[src/enemy_consts.svh]
// Sprite geometry, playfield limits and tick constants shared by the enemy RTL and its checker
`ifndef ENEMY_CONSTS_SVH
`define ENEMY_CONSTS_SVH

// Enemy sprite box, one texel per screen pixel
`define ENEMY_W 26
`define ENEMY_H 26

// Player bounding box used by the chase test
`define PLAYER_W 18
`define PLAYER_H 20

// Playfield borders
`define X_MIN 0
`define X_MAX 319
`define Y_MIN 52    // Below the status bar
`define Y_MAX 205

// Start centers are spaced by index, enemy k sits at (k+1) steps
`define X_ORIGIN_STEP 70
`define Y_ORIGIN_STEP 40

// Frame edges per move tick
`define TICK_DIV 4

// Enemies on the field
`define NUM_ENEMIES 3

`endif

[src/enemy_pkg.sv]
// Types shared by the enemy subsystem: coordinates, sprite addresses, facing and positions
package enemy_pkg;

    // Screen coordinate, covers 0..319 and 0..239
    typedef logic [8:0] coordT;

    // Sprite-ROM address, twelve frames of 26x26 texels
    typedef logic [12:0] spriteAddrT;

    // Walk-step count, four steps per cycle
    typedef logic [1:0] animT;

    // Facing direction, the value picks a group of three frames in the ROM
    typedef enum logic [1:0] {
        DIR_DOWN  = 2'd0,
        DIR_LEFT  = 2'd1,
        DIR_UP    = 2'd2,
        DIR_RIGHT = 2'd3
    } dirT;

    // Top-left corner of a box
    typedef struct packed {
        coordT x;
        coordT y;
    } posT;

endpackage

[src/frame_tick.sv]
// Turns the slow frame clock into a one-cycle move tick on every TICK_DIV-th rising edge
`timescale 1ns/1ns
`include "enemy_consts.svh"

module frame_tick (
    input  logic Clk,
    input  logic arstN,
    input  logic frameClk,      // Asynchronous to Clk
    output logic moveTick
);

    logic       syncA;
    logic       syncB;
    logic       syncPrev;
    logic       edgePulse;
    logic [1:0] edgeCount;

    // Two-flop synchronizer, then edge detect on the clean copy
    always_ff @(posedge Clk or negedge arstN) begin
        if (!arstN) begin
            syncA     <= 1'b0;
            syncB     <= 1'b0;
            syncPrev  <= 1'b0;
            edgePulse <= 1'b0;
        end else begin
            syncA     <= frameClk;
            syncB     <= syncA;
            syncPrev  <= syncB;
            edgePulse <= syncB & ~syncPrev;
        end
    end

    // Count edges, pass one strobe per group
    always_ff @(posedge Clk or negedge arstN) begin
        if (!arstN) begin
            edgeCount <= '0;
            moveTick  <= 1'b0;
        end else begin
            moveTick <= 1'b0;
            if (edgePulse) begin
                edgeCount <= edgeCount + 2'd1;
                if (edgeCount == 2'(`TICK_DIV - 1)) begin
                    edgeCount <= '0;
                    moveTick  <= 1'b1;   // Fourth edge of the group
                end
            end
        end
    end

endmodule

[src/walk_anim.sv]
// Walk-step counter of one enemy, steps on each move and drops to the idle frame when standing
`timescale 1ns/1ns

module walk_anim import enemy_pkg::*; (
    input  logic Clk,
    input  logic arstN,
    input  logic stepEn,    // Move tick for a living enemy
    input  logic moving,    // The enemy changes position on this tick
    output animT step
);

    // Step 0 is the idle pose, steps 1 and 3 pick the two stride frames
    always_ff @(posedge Clk or negedge arstN) begin
        if (!arstN) begin
            step <= '0;
        end else if (stepEn) begin
            if (moving) begin
                step <= step + 2'd1;   // Wraps after four steps
            end else begin
                step <= '0;
            end
        end
    end

endmodule

[src/enemy.sv]
// One enemy: chases the player on move ticks and reports its sprite texel for the scanned pixel
`timescale 1ns/1ns
`include "enemy_consts.svh"

module enemy import enemy_pkg::*; #(
    parameter int enemyId = 0
) (
    input  logic       Clk,
    input  logic       arstN,
    input  logic       moveTick,
    input  logic       alive,
    input  posT        playerPos,
    input  posT        pixel,
    output posT        pos,
    output logic       attackReady,
    output logic       hit,
    output spriteAddrT addr
);

    // Start corner is the index-spaced center minus half the sprite
    localparam coordT startX = coordT'((enemyId + 1) * `X_ORIGIN_STEP - `ENEMY_W / 2);
    localparam coordT startY = coordT'((enemyId + 1) * `Y_ORIGIN_STEP - `ENEMY_H / 2);
    localparam spriteAddrT spriteArea = spriteAddrT'(`ENEMY_W * `ENEMY_H);

    dirT        dir;
    dirT        dirNext;
    posT        posNext;
    logic       moving;
    animT       step;

    // Edges are held one bit wider so sums near the right border do not wrap
    logic [9:0] rightEdge;
    logic [9:0] bottomEdge;
    logic [9:0] playerRight;
    logic [9:0] playerBottom;

    logic       inBox;
    coordT      offX;
    coordT      offY;
    logic [3:0] frameIdx;

    assign rightEdge    = {1'b0, pos.x} + 10'(`ENEMY_W);
    assign bottomEdge   = {1'b0, pos.y} + 10'(`ENEMY_H);
    assign playerRight  = {1'b0, playerPos.x} + 10'(`PLAYER_W);
    assign playerBottom = {1'b0, playerPos.y} + 10'(`PLAYER_H);

    // Chase rule, X is closed first, then Y
    always_comb begin
        posNext = pos;
        dirNext = dir;
        if (rightEdge < {1'b0, playerPos.x}) begin
            dirNext = DIR_RIGHT;
            if (rightEdge < 10'(`X_MAX)) begin
                posNext.x = pos.x + 9'd1;
            end
        end else if ({1'b0, pos.x} > playerRight) begin
            dirNext = DIR_LEFT;
            if (pos.x > coordT'(`X_MIN)) begin
                posNext.x = pos.x - 9'd1;
            end
        end else if (bottomEdge < {1'b0, playerPos.y}) begin
            dirNext = DIR_DOWN;
            if (bottomEdge < 10'(`Y_MAX)) begin
                posNext.y = pos.y + 9'd1;
            end
        end else if ({1'b0, pos.y} > playerBottom) begin
            dirNext = DIR_UP;
            if (pos.y > coordT'(`Y_MIN)) begin
                posNext.y = pos.y - 9'd1;
            end
        end
    end

    assign moving = (posNext != pos);   // False at a border stop or next to the player

    always_ff @(posedge Clk or negedge arstN) begin
        if (!arstN) begin
            pos.x       <= startX;
            pos.y       <= startY;
            dir         <= DIR_DOWN;
            attackReady <= 1'b0;
        end else if (!alive) begin
            attackReady <= 1'b0;          // Dead enemies hold their place
        end else if (moveTick) begin
            pos         <= posNext;
            dir         <= dirNext;
            attackReady <= ~moving;
        end
    end

    walk_anim uWalkAnim (
        .Clk    (Clk),
        .arstN  (arstN),
        .stepEn (moveTick & alive),
        .moving (moving),
        .step   (step)
    );

    // Texel lookup for the scanned pixel
    assign offX  = pixel.x - pos.x;
    assign offY  = pixel.y - pos.y;
    assign inBox = (pixel.x >= pos.x) && ({1'b0, pixel.x} < rightEdge) &&
                   (pixel.y >= pos.y) && ({1'b0, pixel.y} < bottomEdge);
    assign hit   = inBox & alive;

    // Three frames per direction: idle, stride one, stride two
    always_comb begin
        frameIdx = 4'(dir) * 4'd3;
        if (step[0]) begin
            frameIdx = frameIdx + 4'd1 + 4'(step[1]);
        end
    end

    assign addr = hit ? spriteAddrT'(offX) + spriteAddrT'(offY) * spriteAddrT'(`ENEMY_W)
                        + spriteAddrT'(frameIdx) * spriteArea
                      : '0;

endmodule

[src/enemy_field.sv]
// Top of the enemy subsystem: shared move tick, the enemy array and the sprite priority select
`timescale 1ns/1ns
`include "enemy_consts.svh"

module enemy_field import enemy_pkg::*; (
    input  logic                         Clk,
    input  logic                         arstN,
    input  logic                         frameClk,
    input  logic [`NUM_ENEMIES-1:0]      alive,
    input  posT                          playerPos,
    input  posT                          pixel,
    output posT  [`NUM_ENEMIES-1:0]      enemyPos,
    output logic [`NUM_ENEMIES-1:0]      attackReady,
    output logic                         pixelHit,
    output spriteAddrT                   spriteAddr,
    output logic [1:0]                   hitIndex
);

    logic                         moveTick;
    logic [`NUM_ENEMIES-1:0]      hits;
    spriteAddrT [`NUM_ENEMIES-1:0] addrs;

    // One divider for the whole field keeps all enemies in step
    frame_tick uFrameTick (
        .Clk      (Clk),
        .arstN    (arstN),
        .frameClk (frameClk),
        .moveTick (moveTick)
    );

    for (genvar i = 0; i < `NUM_ENEMIES; i++) begin : gEnemy
        enemy #(
            .enemyId (i)
        ) uEnemy (
            .Clk         (Clk),
            .arstN       (arstN),
            .moveTick    (moveTick),
            .alive       (alive[i]),
            .playerPos   (playerPos),
            .pixel       (pixel),
            .pos         (enemyPos[i]),
            .attackReady (attackReady[i]),
            .hit         (hits[i]),
            .addr        (addrs[i])
        );
    end

    // Walk from the highest index down so the lowest hitting index is left standing
    always_comb begin
        pixelHit   = 1'b0;
        spriteAddr = '0;
        hitIndex   = '0;
        for (int i = `NUM_ENEMIES - 1; i >= 0; i--) begin
            if (hits[i]) begin
                pixelHit   = 1'b1;
                spriteAddr = addrs[i];
                hitIndex   = 2'(i);
            end
        end
    end

endmodule

[config.mk]
export PLATFORM = sky130hd
export DESIGN_NAME = enemy_field
export DESIGN_NICKNAME = d
export VERILOG_FILES = /design/src/enemy_pkg.sv /design/src/frame_tick.sv /design/src/walk_anim.sv /design/src/enemy.sv /design/src/enemy_field.sv
export VERILOG_INCLUDE_DIRS = /design/src /design/src/src
export SDC_FILE = /design/constraint.sdc
export NUM_CORES = 1
export LEC_CHECK = 0
export ABC_AREA = 1
export BUFFER_PORTS_ARGS = -buffer_cell sky130_fd_sc_hd__buf_2
export CAP_MARGIN = 25
export CORE_MARGIN = 5
export CORE_UTILIZATION = 30
export DETAILED_ROUTE_END_ITERATION = 8
export HOLD_SLACK_MARGIN = 0.15
export PLACE_DENSITY = 0.48
export REMOVE_ABC_BUFFERS = 1
export SLEW_MARGIN = 10
export SYNTH_ARGS = -nofsm -noshare
export SYNTH_HDL_FRONTEND = slang
export SYNTH_SLANG_ARGS = --single-unit
[constraint.sdc]
create_clock -name Clk -period 8.3 [get_ports Clk]
set_input_delay 0.83 -clock Clk [delete_from_list [all_inputs] [get_ports Clk]]
set_output_delay 0.83 -clock Clk [all_outputs]
set_load 0.02 [all_outputs]
======== After elaboration in Yosys (flattened, before gate mapping) ========
Cells that the tools add are included.
word-level totals
  register bits after elaboration ......... 76
  input bits .............................. 42
  word-level logic and storage cells ...... 210
  output and inout port bits .............. 73
cells by class
  magnitude comparators ................... 36
  $mul .................................... 9
  add/subtract/negate cells ............... 42
  reductions and logical operators ........ 18
  eq/ne operators ......................... 7
  mux-type cells .......................... 66
  bitwise operators ....................... 11
operators by type and width
  kind                                                                              count
  9-bit two-way mux                                                                 30
  9-bit by 5-bit adder with 10-bit output (second input constant)                   8
  9-bit by 10-bit greater-than comparator with 1-bit output                         6
  10-bit by 9-bit < comparator with 1-bit output                                    6
  9-bit by 10-bit < comparator with 1-bit output                                    6
  9-bit by 1-bit adder with 9-bit output (second input constant)                    6
  9-bit greater-or-equal comparator                                                 6
  18-bit != test                                                                    3
  9-bit by 1-bit subtractor with 9-bit output (second input constant)               6
  9-bit subtractor                                                                  6
  13-bit adder                                                                      3
  9-bit by 13-bit adder with 13-bit output                                          3
  13-bit two-way mux                                                                3
  2-bit two-way mux                                                                 19
  9-bit by 4-bit multiplier with 12-bit output (second input constant)              3
  4-bit by 8-bit multiplier with 11-bit output (second input constant)              3
  10-bit by 8-bit < comparator with 1-bit output (second input constant)            3
  10-bit by 9-bit < comparator with 1-bit output (second input constant)            3
  9-bit by 1-bit greater-than comparator with 1-bit output (second input constant)  3
  9-bit by 6-bit greater-than comparator with 1-bit output (second input constant)  3
  4-bit by 1-bit adder with 4-bit output                                            3
  4-bit by 1-bit adder with 4-bit output (second input constant)                    3
  2-bit by 2-bit multiplier with 4-bit output (second input constant)               3
  4-bit two-way mux                                                                 3
  10 further kinds                                                                  48

======== Logic depth before layout (Yosys ltp) ========
  depth after elaboration ................. 10
  gate-level depth with buffers ........... 32

======== By module ========
A second synthesis with hierarchy kept.
second synthesis, totals
  cells, all modules ...................... 3060
  area, all modules ....................... 20552.2 um^2
modules (own cells, without submodules)
  module                     instances  seq. area each (um^2)  area each (um^2)  cells an instance
  enemy at gEnemy[0].uEnemy  1          535.5                  6607.6            988
  enemy at gEnemy[1].uEnemy  1          538.0                  6541.3            995
  enemy at gEnemy[2].uEnemy  1          536.8                  6399.9            932
  enemy_field                1          0.0                    504.2             92
  walk_anim                  3          50.0                   88.8              11
  frame_tick                 1          175.2                  232.7             20

======== Worst setup path before layout ========
No wires, ideal clock.
  path type ............................... input to output
  start point ............................. in pixel[0] in the netlist's numbering
  end point ............................... out spriteAddr[11]
  buffers on the path ..................... 0
  arrival time ............................ 5.723 ns
  cell stages on the path ................. 28
  required time ........................... 7.470 ns
  setup slack ............................. 1.747 ns
  cells stage by stage .................... inv_1 > ha_1 > inv_1 > fa_1 > a21oi_1 > nor2_1 > nor2_1 > o21ai_0 > xor2_1 > inv_1 > fa_1 > inv_1 > ha_1 > nand2_1 > o21ai_0 > a21oi_1 > o21ai_0 > xnor2_1 > inv_1 > ha_1 > ha_1 > inv_1 > nor4_1 > nand3_1 > nand3_1 > xor2_1 > nand2_1 > a31oi_1
between the ends
  longest elaborated chain between the ends .. 7
  elaborated cells on any way between the ends .. 30
  those cells by class .................... add/sub: 9; mul: 3; order compare: 6; mux: 3; bitwise: 3; reduce/logical: 6
RTL lines
  element                                                                                   RTL line                    text
  from (decl)                                                                               enemy_field.sv:11           input posT pixel,
  9-bit subtractor / 9-bit greater-or-equal comparator (equally long branches)              enemy.sv:101, enemy.sv:103
  9-bit by 4-bit multiplier with 12-bit output / 1-bit logical AND (equally long branches)  enemy.sv:114, enemy.sv:102
  9-bit by 13-bit adder with 13-bit output / 1-bit logical AND (equally long branches)      enemy.sv:114, enemy.sv:103
  13-bit adder / 1-bit AND (equally long branches)                                          enemy.sv:114, enemy.sv:104
  13-bit two-way mux (2 in a row)                                                           enemy_field.sv:54           if (hits[i]) begin
  13-bit two-way mux (*)                                                                    enemy_field.sv:54
  to (decl)                                                                                 enemy_field.sv:15           output spriteAddrT spriteAddr,
Every way passes the cells marked *; elsewhere a longest branch is shown, timed or not.

======== Worst setup path in the final report ========
  start point ............................. reg gEnemy[1].uEnemy.pos[5] in the netlist's numbering
  end point ............................... out spriteAddr[9]
between the ends
  longest elaborated chain between the ends .. 6
  elaborated cells on any way between the ends .. 12
  those cells by class .................... add/sub: 4; mul: 1; order compare: 2; mux: 2; bitwise: 1; reduce/logical: 2
RTL lines
  element                                                                               RTL line                    text
  from (decl)                                                                           enemy.sv:14                 output posT pos,
  from (signal assigned)                                                                enemy.sv:85                 pos <= posNext;
  9-bit subtractor, or another cell as far along                                        enemy.sv:101                assign offY = pixel.y - pos.y;
  9-bit by 4-bit multiplier with 12-bit output, or another cell as far along            enemy.sv:114                assign addr = hit ? spriteAddrT'(offX) + spriteAddrT'(offY) * spriteAddrT'(`ENEMY_W)
  9-bit by 13-bit adder with 13-bit output / 1-bit logical AND (equally long branches)  enemy.sv:114, enemy.sv:103
  13-bit adder / 1-bit AND (equally long branches)                                      enemy.sv:114, enemy.sv:104
  13-bit two-way mux (*) (2 in a row)                                                   enemy_field.sv:54
Marked as above.

==> metrics.md <==
| Metric | Value |
|---|---|
| Status | finished, final reports clean |
| Synth Area per Inst | 6.78 µm² |
| Synth Area in Adders | between 30% and 40% |
| Slew margin rel. | approximately two fifths |
| Die W | about 260 µm |
| Maximum clock insertion buffer count | 2 |
| Top cells by area, synth | ha_1 (25%), nand2_1 (12%), inv_1 (9.3%) |
| Setup repair bufs after CTS | 0 |
| Ys async rst share | between 90% and 100% |
| Worst endpoint required time | roughly 7.5 ns |
| Max-cap violations | 0 |
| Mux cell area share after synthesis | 0.0599% |
| Final number of max-transition violations | 0 |
| Reg clk slew, reported paths | 0.07 ns |
| GPL Wtd Cong | 0.877 |
| WP data arrival | ~6.8 ns |
| Area share of and/or/nand/nor cells after synthesis | roughly a quarter |
| Vias per inst | between 4 and 5 |
| CTS Buf Count | 9 |
| Via count | roughly 18000 |
| Commonest cells post-synth | nand2_1 (592), inv_1 (467), ha_1 (382), nand3_1 (209), nor2_1 (180) |
| #FFs+latches synth | 76 |
| Max Clk Rate | approximately 130 MHz |
| Crit path launch type | flop |
| Detailed placement HPWL | ~53000 µm |
| CTS Sinks | 76 |
| Root Driver | clkbuf_16 |
| ANT nets after route | 0 |
| Worst Hold Class | reg -> reg |
| Sequential area share after synthesis | 10.3% |
| Total negative slack | 0 ns |
| Synth Area in Compound Gates | between 10% and 20% |
| Final Hold Fails | 0 |
| Full die area | 67800 µm² |
| Remaining routing DRC violations | 0 |
| Final setup viols | 0 |
| Core Box Area | ~62000 µm² |
| Row cnt | 91 |
| DP Area | ~20000 µm² |
| Syn Inst Count | around 2800 |
| Main combinational cell family by area after synthesis | adder cells |
| Post-synth top area cell | ha_1 |
| Cell with the most instances after synthesis | nand2_1 |
| Crit share post-route | about nine tenths |
| RSZ-0062 raised after global routing | false |
| Initial antenna violation count | 1 |
| Worst setup path class | reg -> out |
| Largest net degree at the start of global routing | 54 |
| Syn Std Cell Area | 18800 µm² |
| Skew final | approximately 0.014 ns |
| Area of all placed cells without fillers | 20500 µm² |
| Setup crit end kind | primary output |
| DIE HEIGHT | around 260 µm |
| Yosys warns | 0 |
| Worst Path Max Fanout | 12 |
| Nets@finish | around 3300 |
| # diodes | 0 |
| Number of synthesized flops with an enable pin | 0 |
| Distinct cell type count after synthesis | 56 |
| Top_reg_cell synth | dfrtp_1 |
| Aggregate global-route resource usage | a little under a fifth |
| CTS tree | built |
| Detailed Routing Iterations Pass 1 | 5 |
| Starting Density | 30.4% |
| Layout cells sized above 1 | between 7 and 8% |
| Post-Synth XOR/XNOR Area | between 8 and 9% |
| Drt first-iter violations | 1070 |
| Clock latency at the later pin of the worst-skew pair | between 0.3 and 0.4 ns |
| Layout Area Growth over Synthesis | 9.21% |
| H-tree depth | 3 |
| Filler cells | 6799 |
| Boundary Pins | 115 |
| Total Routed Length | 63800 µm |
| First-pass GRT wire length | about 100000 µm |
| CTS resizes | 0 |
| Pin slew with the least headroom to its limit | 0.886 ns |
| Avg WL per Cell | ~17 µm |
| Area share of the largest cell type after synthesis | 25.4% |
| Congestion Overflow GR | 0 |
| Vias in the first global route | between 15000 and 20000 |
| Min Tclk post-route | between 7 and 8 ns |
| # port buffers | 114 |
| Post-CTS Hold Fix Bufs | 0 |
layout make-up:
| class | instances | area (µm²) | share of cell area [%] |
|---|---|---|---|
| inverter | 487 | 1830 | 8.92 |
| timing repair buffer | 116 | 588 | 2.86 |
| clock buffer | 11 | 233 | 1.13 |
| sequential | 76 | 1940 | 9.42 |
| tap | 837 | 1050 | 5.10 |
| clock inverter | 5 | 53.8 | 0.262 |
| multi-input combinational | 2179 | 14900 | 72.3 |
state kept, by name, summed over array words and instances (netlist names):
register                      count
gEnemy.uEnemy.pos                54
uFrameTick.syncPrev               1
uFrameTick.syncB                  1
gEnemy.uEnemy.attackReady         3
gEnemy.uEnemy.uWalkAnim.step      6
uFrameTick.syncA                  1
gEnemy.uEnemy.dir                 6
uFrameTick.edgeCount              2
uFrameTick.moveTick               1
uFrameTick.edgePulse              1
per-stage QoR:
step	hold WS (ns)	worst slack (ns)	util [%]	instances
after floorplan	0.331	1.75	-	2742
after detailed placement	0.336	0.767	32.7	3695
after CTS	0.349	0.720	33.2	3711
final	0.348	0.665	33.2	3711
after global placement	0.335	0.767	32.7	3695
after global routing	0.373	0.102	33.2	3711
cells in the final DEF (no fill, tap or decap), drive strengths merged, types with 2 or more instances in the layout:
master     n
nand2    607
inv      481
ha       382
nand3    215
nor2     193
o21ai    174
a21oi    160
xor2     140
buf      116
fa        55
nand4     55
dfrtp     49
xnor2     47
nor3      37
dfstp     27
o211ai    17
a31oi     16
a21o      14
o21a      12
clkbuf    11
o21bai    10
clkinv    10
nand3b     9
and2       7
o221ai     4
or2        4
nor4       4
o31ai      3
and3       3
a211oi     2
o22ai      2
o2111ai    2
worst max-delay path: stages, from the launching register on:
cell and delay (ns):
dfrtp_1 0.67, clkinv_1 0.40, ha_1 0.54, nand2_1 0.12
o21ai_0 0.21, xor2_1 0.39, inv_1 0.12, fa_1 0.55
inv_1 0.04, ha_1 0.33, nand2_1 0.06, o21ai_0 0.43
xor2_1 0.19, inv_1 0.07, fa_1 0.47, ha_1 0.37
nand2_1 0.14, nor2_1 0.06, nor3_1 0.21, xor2_1 0.18
nor2_1 0.07, nor2_1 0.30, nand2_1 0.24, buf_2 0.23
cell families (layout without fill, tap and decap cells):
group,Yosys count,after routing
adder cells (fa/ha/maj),437,437
multiplexers,1,1
AND/OR/NAND/NOR,1134,1134
flip-flops,76,76
AO/OA/AOI/OAI,420,420
XOR/XNOR,187,187
buffers and inverters,521,619
path summary, 6_finish.rpt:
check                      cells after the start               startpoint                                  to  slack, ns
setup reg to reg                              19  gEnemy[0].uEnemy.pos[1]  gEnemy[0].uEnemy.uWalkAnim.step[0]       4.30
hold / removal                                 0         uFrameTick.syncA                    uFrameTick.syncB       0.35
hold reg to reg                                0         uFrameTick.syncA                    uFrameTick.syncB       0.35
min in group asynchronous                      1                    arstN            gEnemy[1].uEnemy.pos[16]       0.36
setup / recovery                              23  gEnemy[1].uEnemy.pos[5]                       spriteAddr[9]       0.67
max in group asynchronous                      2                    arstN             gEnemy[0].uEnemy.pos[2]       6.78
per-layer routing:
layer	up-vias	share of wire (%)	wire length, µm	GRT usage (%)
met3	82	4.0	2520	1.69
met5	-	0	0	0
li1	9291	-	-	-
met4	0	2.9	1850	6.11
met2	437	46	29200	30.9
met1	8610	47	30200	25.2
Power is left out: the tool's default activity adds up to more than one toggle a clock period on the data nets, which glitch-free logic cannot reach.
